<file path="config.mk">
export PLATFORM = sky130hd
export DESIGN_NAME = code_lock_top
export DESIGN_NICKNAME = d
export VERILOG_FILES = /design/src/design/lock_pkg.sv /design/src/design/code_lock_top.sv /design/src/design/buzzer_sequencer.sv /design/src/design/lock_controller.sv /design/src/design/lockout_timer.sv /design/src/design/keypad_decoder.sv
export VERILOG_INCLUDE_DIRS = /design/src /design/src/include
export SDC_FILE = /design/constraint.sdc
export NUM_CORES = 1
export LEC_CHECK = 0
export ABC_AREA = 1
export BUFFER_PORTS_ARGS = -buffer_cell sky130_fd_sc_hd__buf_4
export CORE_UTILIZATION = 63
export CTS_BUF_LIST = sky130_fd_sc_hd__clkbuf_2 sky130_fd_sc_hd__clkbuf_4 sky130_fd_sc_hd__clkbuf_8
export DETAILED_ROUTE_END_ITERATION = 8
export GPL_ROUTABILITY_DRIVEN = 0
export GPL_TIMING_DRIVEN = 0
export HOLD_SLACK_MARGIN = 0.05
export PLACE_DENSITY = 0.84
export RECOVER_POWER = 50
export SYNTH_ARGS = -nofsm -noshare
export SYNTH_HDL_FRONTEND = slang
export SYNTH_SLANG_ARGS = --single-unit
</file>
<file path="constraint.sdc">
create_clock -name clk -period 2.4 [get_ports clk]
set_input_delay 0.24 -clock clk [delete_from_list [all_inputs] [get_ports clk]]
set_output_delay 0.24 -clock clk [all_outputs]
set_load 0.01 [all_outputs]
</file>
<file path="src/include/lock_consts.svh">
`ifndef LOCK_CONSTS_SVH
`define LOCK_CONSTS_SVH

// code and display patterns, BCD nibbles
`define LOCK_CODE            12'h246
`define LOCK_PASS_DISPLAY    12'hBCC  // shows "ASS" on the three positions
`define LOCK_BLANK           12'hFFF  // nibble F is a blank position

// tries and lockout
`define LOCK_MAX_TRIES       3
`define LOCK_LOCKOUT_SECS    8        // short for simulation
`define LOCK_TICK_CYCLES     20       // clock cycles per lockout second

// tone half periods in cycles
`define LOCK_CLICK_HALF      2
`define LOCK_SUCCESS_HALF    1
`define LOCK_FAIL_HALF       4

// tone durations in cycles
`define LOCK_CLICK_LEN       20
`define LOCK_SUCCESS_LEN     60
`define LOCK_FAIL_LEN        30
`define LOCK_FAIL_GAP_START  10       // silent window inside the fail tone
`define LOCK_FAIL_GAP_END    20

`endif
</file>
<file path="src/design/lock_pkg.sv">
package lock_pkg;

    // kind of key reported by the decoder
    typedef enum logic [2:0] {
        NONE      = 3'd0,
        DIGIT     = 3'd1,
        ENTER     = 3'd2,
        CLEAR_ALL = 3'd3,
        CANCEL    = 3'd4
    } key_e;

    // controller states
    typedef enum logic [1:0] {
        ENTRY   = 2'd0,  // collecting digits
        PASS    = 2'd1,  // code accepted
        LOCKOUT = 2'd2   // too many wrong codes
    } lock_state_e;

    // tones the buzzer can play
    typedef enum logic [1:0] {
        CLICK   = 2'd0,  // key accepted
        SUCCESS = 2'd1,  // long high tone
        FAIL    = 2'd2   // lower broken tone
    } tone_e;

endpackage

</file>
<file path="src/design/code_lock_top.sv">
module code_lock_top (
    input  logic        clk,
    input  logic        arst_n,
    input  logic [15:0] onehot,
    output logic [11:0] display,
    output logic [1:0]  digit_count,
    output logic [1:0]  tries,
    output logic        locked,
    output logic        buzzer
);

    logic            key_valid;
    lock_pkg::key_e  key;
    logic [3:0]      digit;
    logic            tone_start;
    lock_pkg::tone_e tone;
    logic            lockout_start;
    logic [7:0]      seconds;
    logic            lockout_done;

    keypad_decoder u_decoder (
        .clk       (clk),
        .arst_n    (arst_n),
        .onehot    (onehot),
        .key_valid (key_valid),
        .key       (key),
        .digit     (digit)
    );

    lock_controller u_controller (
        .clk           (clk),
        .arst_n        (arst_n),
        .key_valid     (key_valid),
        .key           (key),
        .digit         (digit),
        .seconds       (seconds),
        .lockout_done  (lockout_done),
        .display       (display),
        .digit_count   (digit_count),
        .tries         (tries),
        .locked        (locked),
        .tone_start    (tone_start),
        .tone          (tone),
        .lockout_start (lockout_start)
    );

    lockout_timer u_timer (
        .clk           (clk),
        .arst_n        (arst_n),
        .lockout_start (lockout_start),
        .seconds       (seconds),
        .lockout_done  (lockout_done)
    );

    buzzer_sequencer u_buzzer (
        .clk        (clk),
        .arst_n     (arst_n),
        .tone_start (tone_start),
        .tone       (tone),
        .buzzer     (buzzer)
    );

endmodule

</file>
<file path="src/design/buzzer_sequencer.sv">
`include "lock_consts.svh"

module buzzer_sequencer (
    input  logic            clk,
    input  logic            arst_n,
    input  logic            tone_start,
    input  lock_pkg::tone_e tone,
    output logic            buzzer
);

    lock_pkg::tone_e tone_q;
    logic            playing;
    logic            wave;      // square wave before the gap mask
    logic [15:0]     dur_cnt;
    logic [15:0]     half_cnt;
    logic [15:0]     half_lim;
    logic [15:0]     len_lim;
    logic            in_gap;

    always_comb begin
        case (tone_q)
            lock_pkg::CLICK: begin
                half_lim = 16'(`LOCK_CLICK_HALF);
                len_lim  = 16'(`LOCK_CLICK_LEN);
            end
            lock_pkg::SUCCESS: begin
                half_lim = 16'(`LOCK_SUCCESS_HALF);
                len_lim  = 16'(`LOCK_SUCCESS_LEN);
            end
            default: begin
                half_lim = 16'(`LOCK_FAIL_HALF);
                len_lim  = 16'(`LOCK_FAIL_LEN);
            end
        endcase
    end

    assign in_gap = (tone_q == lock_pkg::FAIL) &&
                    (dur_cnt >= 16'(`LOCK_FAIL_GAP_START)) &&
                    (dur_cnt < 16'(`LOCK_FAIL_GAP_END));
    assign buzzer = wave && !in_gap;

    always_ff @(posedge clk or negedge arst_n) begin
        if (!arst_n) begin
            tone_q   <= lock_pkg::CLICK;
            playing  <= 1'b0;
            wave     <= 1'b0;
            dur_cnt  <= '0;
            half_cnt <= '0;
        end else if (tone_start) begin  // restarts any tone in progress
            tone_q   <= tone;
            playing  <= 1'b1;
            wave     <= 1'b1;
            dur_cnt  <= '0;
            half_cnt <= '0;
        end else if (playing) begin
            if (dur_cnt == len_lim - 16'd1) begin
                playing <= 1'b0;
                wave    <= 1'b0;  // silent when idle
            end else begin
                dur_cnt <= dur_cnt + 16'd1;
                if (half_cnt == half_lim - 16'd1) begin
                    half_cnt <= '0;
                    wave     <= ~wave;
                end else begin
                    half_cnt <= half_cnt + 16'd1;
                end
            end
        end
    end

endmodule

</file>
<file path="src/design/lock_controller.sv">
`include "lock_consts.svh"

module lock_controller (
    input  logic              clk,
    input  logic              arst_n,
    input  logic              key_valid,
    input  lock_pkg::key_e    key,
    input  logic [3:0]        digit,
    input  logic [7:0]        seconds,
    input  logic              lockout_done,
    output logic [11:0]       display,
    output logic [1:0]        digit_count,
    output logic [1:0]        tries,
    output logic              locked,
    output logic              tone_start,
    output lock_pkg::tone_e   tone,
    output logic              lockout_start
);

    lock_pkg::lock_state_e state;
    logic [11:0]           entry;
    logic                  enter_full;
    logic                  code_match;
    logic                  last_try;

    assign enter_full = key_valid && (state == lock_pkg::ENTRY) &&
                        (key == lock_pkg::ENTER) && (digit_count == 2'd3);
    assign code_match = (entry == `LOCK_CODE);
    assign last_try   = (tries == 2'(`LOCK_MAX_TRIES - 1));

    // issued one cycle ahead of locked so the timer starts from 00
    assign lockout_start = enter_full && !code_match && last_try;

    assign display = (state == lock_pkg::LOCKOUT) ? {4'h0, seconds} : entry;
    assign locked  = (state == lock_pkg::LOCKOUT);

    always_ff @(posedge clk or negedge arst_n) begin
        if (!arst_n) begin
            state       <= lock_pkg::ENTRY;
            entry       <= `LOCK_BLANK;
            digit_count <= 2'd0;
            tries       <= 2'd0;
            tone_start  <= 1'b0;
            tone        <= lock_pkg::CLICK;
        end else begin
            tone_start <= 1'b0;  // pulse by default
            if (state == lock_pkg::LOCKOUT) begin
                if (lockout_done) begin  // keys are ignored until here
                    state       <= lock_pkg::ENTRY;
                    entry       <= `LOCK_BLANK;
                    digit_count <= 2'd0;
                    tries       <= 2'd0;
                end
            end else if (key_valid) begin
                case (key)
                    lock_pkg::DIGIT: begin
                        if (state == lock_pkg::ENTRY && digit_count < 2'd3) begin
                            entry       <= {entry[7:0], digit};  // shift in from right
                            digit_count <= digit_count + 2'd1;
                            tone_start  <= 1'b1;
                            tone        <= lock_pkg::CLICK;
                        end
                    end
                    lock_pkg::ENTER: begin
                        if (enter_full) begin
                            tone_start <= 1'b1;
                            if (code_match) begin
                                state <= lock_pkg::PASS;
                                entry <= `LOCK_PASS_DISPLAY;  // count stays at 3
                                tone  <= lock_pkg::SUCCESS;
                            end else begin
                                entry       <= `LOCK_BLANK;
                                digit_count <= 2'd0;
                                tone        <= lock_pkg::FAIL;
                                if (lockout_start) begin
                                    state <= lock_pkg::LOCKOUT;
                                    tries <= 2'd0;
                                end else begin
                                    tries <= tries + 2'd1;
                                end
                            end
                        end
                    end
                    lock_pkg::CLEAR_ALL, lock_pkg::CANCEL: begin
                        state       <= lock_pkg::ENTRY;  // also leaves PASS
                        entry       <= `LOCK_BLANK;
                        digit_count <= 2'd0;
                        tone_start  <= 1'b1;
                        tone        <= lock_pkg::CLICK;
                        if (key == lock_pkg::CLEAR_ALL) begin
                            tries <= 2'd0;
                        end
                    end
                    default: ;
                endcase
            end
        end
    end

endmodule

</file>
<file path="src/design/lockout_timer.sv">
`include "lock_consts.svh"

module lockout_timer (
    input  logic       clk,
    input  logic       arst_n,
    input  logic       lockout_start,
    output logic [7:0] seconds,
    output logic       lockout_done
);

    localparam int DIV_W = $clog2(`LOCK_TICK_CYCLES);
    localparam logic [DIV_W-1:0] DIV_LAST = DIV_W'(`LOCK_TICK_CYCLES - 1);
    localparam logic [7:0] LAST_BCD = {4'(`LOCK_LOCKOUT_SECS / 10),
                                       4'(`LOCK_LOCKOUT_SECS % 10)};

    logic             running;
    logic [DIV_W-1:0] div_cnt;
    logic             tick;

    assign tick         = running && (div_cnt == DIV_LAST);
    assign lockout_done = tick && (seconds == LAST_BCD);  // next tick would pass the end

    always_ff @(posedge clk or negedge arst_n) begin
        if (!arst_n) begin
            running <= 1'b0;
            div_cnt <= '0;
            seconds <= '0;
        end else if (lockout_start) begin
            running <= 1'b1;
            div_cnt <= '0;
            seconds <= '0;
        end else if (running) begin
            div_cnt <= tick ? '0 : div_cnt + 1'b1;
            if (lockout_done) begin
                running <= 1'b0;
                seconds <= '0;  // idle value is 00
            end else if (tick) begin
                if (seconds[3:0] == 4'd9) begin
                    seconds[7:4] <= seconds[7:4] + 4'd1;  // carry into tens
                    seconds[3:0] <= 4'd0;
                end else begin
                    seconds[3:0] <= seconds[3:0] + 4'd1;
                end
            end
        end
    end

endmodule

</file>
<file path="src/design/keypad_decoder.sv">
module keypad_decoder (
    input  logic              clk,
    input  logic              arst_n,
    input  logic [15:0]       onehot,
    output logic              key_valid,
    output lock_pkg::key_e    key,
    output logic [3:0]        digit
);

    logic [15:0]    prev_code;
    lock_pkg::key_e kind;
    logic [3:0]     value;

    // key map of the keypad; zero and multi-bit codes fall to default
    always_comb begin
        kind  = lock_pkg::DIGIT;
        value = 4'h0;
        case (onehot)
            16'h0001: kind  = lock_pkg::ENTER;
            16'h0008: value = 4'd0;
            16'h0020: value = 4'd3;
            16'h0040: value = 4'd2;
            16'h0080: value = 4'd1;
            16'h0100: kind  = lock_pkg::CLEAR_ALL;
            16'h0200: value = 4'd6;
            16'h0400: value = 4'd5;
            16'h0800: value = 4'd4;
            16'h1000: kind  = lock_pkg::CANCEL;
            16'h2000: value = 4'd9;
            16'h4000: value = 4'd8;
            16'h8000: value = 4'd7;
            default:  kind  = lock_pkg::NONE;  // unused bits too
        endcase
    end

    always_ff @(posedge clk or negedge arst_n) begin
        if (!arst_n) begin
            prev_code <= '0;
            key_valid <= 1'b0;
        end else begin
            prev_code <= onehot;  // updated for every code, even ignored ones
            key_valid <= (onehot != prev_code) && (kind != lock_pkg::NONE);
        end
    end

    always_ff @(posedge clk) begin
        key   <= kind;
        digit <= value;
    end

endmodule

</file>
==> results.cfg <==
[final_layout]
layout.nets = 829
multi_input_comb_area_um2 = 2730
regArea_um2 = 2360
fillers = 660
drive_above_1_share_pct = 10.6
diodes = 0
syn_to_final_growth_pct = 12.0

[grt]
overflow = 0
grtUsageTotal_pct = 29.6
grt_pass1_vias = 4811
antenna_found_initial = 0
grt_start_max_net_pins = 89
grt_pass1_wl_um = 21100

[yosys]
syn_area_um2 = 5530
ys_seq_area_share_pct = 42.6
synth_edf_count = 0
yosysWarnings = 0
syn_nets = 767
syn-mean-instance-area_um2 = 7.47
yosysUniqueCellTypes = 36
postSynthCellCount = 741
synthArstFlopShare_pct = 92.6
synthFlopType = dfrtp_1
synth_seq_cells = 95

[flow_run]
drv.max_cap_violation_count = 1

[sta]
final_max_slew_viol_count = 89
rsz0062_at_grt = false
fmaxAchievable_ghz = 0.452
setup_viol = 0
layout_min_cycle_time_ns = 2.21
totalNegativeSetupSlack_ns = 0
worstMarginPinSlew_ns = 2.12
fin_crit_sh_pct = 92.2
hold_viol = 0
slew_headroom_pct = -41.3
finClkSkew_ns = 0.00889

[worst_setup_path]
r2r_end = u_buzzer.dur_cnt[8]
path_cells = nor2_1 > buf_2 > clkbuf_1 > nand2_1 > o21ai_0 > buf_4
worstPathArrival_ns = 1.97
cp_num_buf_inv = 3
slowest_stage = dfrtp_1
cpLargestDelayFamily = buffers and inverters
reg2reg_slack_ns = 0.37
worstPathRequired_ns = 2.16
crit_path_end_kind = output pin
crit_fanout = 10
start_kind = register
critPathKind = register to output pin
cp_slowest_stage_delay_ns = 0.41
r2r-start = u_buzzer.tone_q[1]
reg2reg_depth = 11

[route]
dr_wl_met3_um = 654
wl_met2_um = 6120
ant_nets = 0
drt_iter0_markers = 348
dr_total_vias = 5114
post_drt_wl_per_cell_um = 13.7
drt_pass1_iterations = 5
wl_met1_um = 5390
top_layer = met4
via_per_inst = 5.60
drc = 0
wl_um = 12500

[pwr]
power_frac_seq_pct = 60.0
p_leak_nw = 3.03
finalPower_w = 0.00270
vdd_drop_max_v = 0.000331
p_int_w = 0.00204
pwr-share-clk_pct = 35.5
pwr-share-comb_pct = 4.5
p_per_area_nw_per_um2 = 436
swShare_pct = 24.5
p_sw_w = 0.000661

[clocking]
clockBufferDepth = 2
path_clk_slew_ns = 0.10
cts_tree = done
cts_made_buffers = 9
cts_setup_buffers = 0
worstSkewPairLatency_ns = 0.36
cts_hold_buf = 16
cts_resized = 0
htreeDepth = 3
cts.sinks = 95
cts.root.buffer_cell = clkbuf_8

[floorplanning]
pin_count = 36
die_w_um = 95.7
start_util_pct = 66.3
core_um2 = 8340
row_count = 33
die_area_um2 = 9160
die_h_um = 95.7

[status]
outcome = finished, violations left
failed_checks = capacitance limit, slew limit

[placement]
portBuffers = 35
dp_hpwl_um = 8790

[worst_hold_path]
min_path_type = primary input to async pin
cell usage after synthesis, types with 9 or more instances:
master | n | area [um^2]
nand2_1 | 163 | 612
nor2_1 | 107 | 402
inv_1 | 90 | 338
nand3_1 | 79 | 395
dfrtp_1 | 76 | 1900
o21ai_0 | 42 | 210
xor2_1 | 28 | 245
nand4_1 | 26 | 163
nor3_1 | 17 | 85.1
xnor2_1 | 16 | 140
dfstp_2 | 12 | 315
o21ai_2 | 12 | 105
a21oi_1 | 9 | 45.0
placed cells by master (no fill, tap or decap), types with 2 or more instances in the layout:
cell type,n
ha_1,8
dfrtp_1,76
clkinvlp_4,2
nor3_1,17
buf_6,3
nand3_1,79
clkinv_2,3
nand4_1,26
o31ai_1,5
xnor2_1,16
nor2_1,107
nand2_1,163
o21ai_0,42
or2_2,8
clkbuf_1,22
o21ai_1,2
dfxtp_1,7
nand3b_1,3
inv_1,90
dfstp_2,12
dlygate4sd3_1,16
buf_4,21
clkbuf_8,9
nand2_2,3
a21oi_1,9
nand2_4,2
buf_2,3
inv_6,2
o21ai_2,12
xor2_1,28
final cells by class:
class | instances | area share (%)
plain buffers | 16 | 1.58
clock buffers | 9 | 2.00
well taps | 105 | 2.12
multi-input cells | 538 | 44.1
clock inverters | 7 | 0.767
repair buffers | 51 | 5.82
flip-flops and latches | 95 | 38.0
inverters | 92 | 5.57
worst max path at each step:
stage | startpoint | endpoint | depth (start not counted)
floorplan | u_buzzer.tone_q[0] | u_buzzer.half_cnt[11] | 12
global placement | u_buzzer.tone_q[1] | u_buzzer.half_cnt[8] | 11
detailed placement | u_buzzer.tone_q[1] | u_buzzer.dur_cnt[4] | 12
CTS | u_controller.state[0] | display[3] | 6
global route | u_controller.state[0] | display[3] | 6
finish | u_controller.state[0] | display[3] | 6
sequential cells by signal, indices dropped and copies added (netlist names):
register                  flops
u_buzzer.dur_cnt             16
u_buzzer.half_cnt            16
u_decoder.prev_code          16
u_controller.entry           12
u_timer.seconds               8
u_timer.div_cnt               5
u_decoder.digit               4
u_decoder.key                 3
u_buzzer.tone_q               2
u_controller.digit_count      2
u_controller.state            2
u_controller.tone             2
u_controller.tries            2
u_buzzer.playing              1
u_buzzer.wave                 1
u_controller.tone_start       1
u_decoder.key_valid           1
u_timer.running               1
through the flow:
step	instances	setup WS [ns]	hold slack [ns]	instance area, um^2	util, %
2_1_floorplan	741	0.635	-0.0556	5530	-
3_3_place_gp	881	0.411	0.375	5930	71.1
3_5_place_dp	881	0.404	0.377	5930	71.1
4_1_cts	913	0.179	0.115	6260	75.0
5_1_grt	913	0.0678	0.528	6200	74.3
6_report	913	0.186	0.475	6200	74.3
layer usage:
metal / up-vias / global-route usage [%]
li1: 2513 / -
met1: 2410 / 36.8
met2: 162 / 52.0
met3: 29 / 3.87
met4: 0 / 11.9
met5: - / 0
cell families (layout without fill, tap and decap cells):
logic type      after synthesis  count (layout)  share of synthesized area (%)
compound gates               74              74                           8.01
xor+xnor                     44              44                           6.97
fa+ha+maj                     8               8                           1.81
buf+inv                     108             175                           8.00
flops                        95              95                           42.6
simple gates                412             412                           32.6
power groups by stage:
stage | Clock, W | Sequential (W) | Combinational [W]
6_report | 0.000959 | 0.00162 | 0.000122
5_1_grt | 0.00103 | 0.00162 | 0.000140
4_1_cts | 0.000975 | 0.00162 | 0.000135
3_5_place_dp | 0 | 0.00165 | 0.000114
3_3_place_gp | 0 | 0.00165 | 0.000110
2_1_floorplan | 0 | 0.00165 | 0.0000434
(Power assumes the default switching activity.)
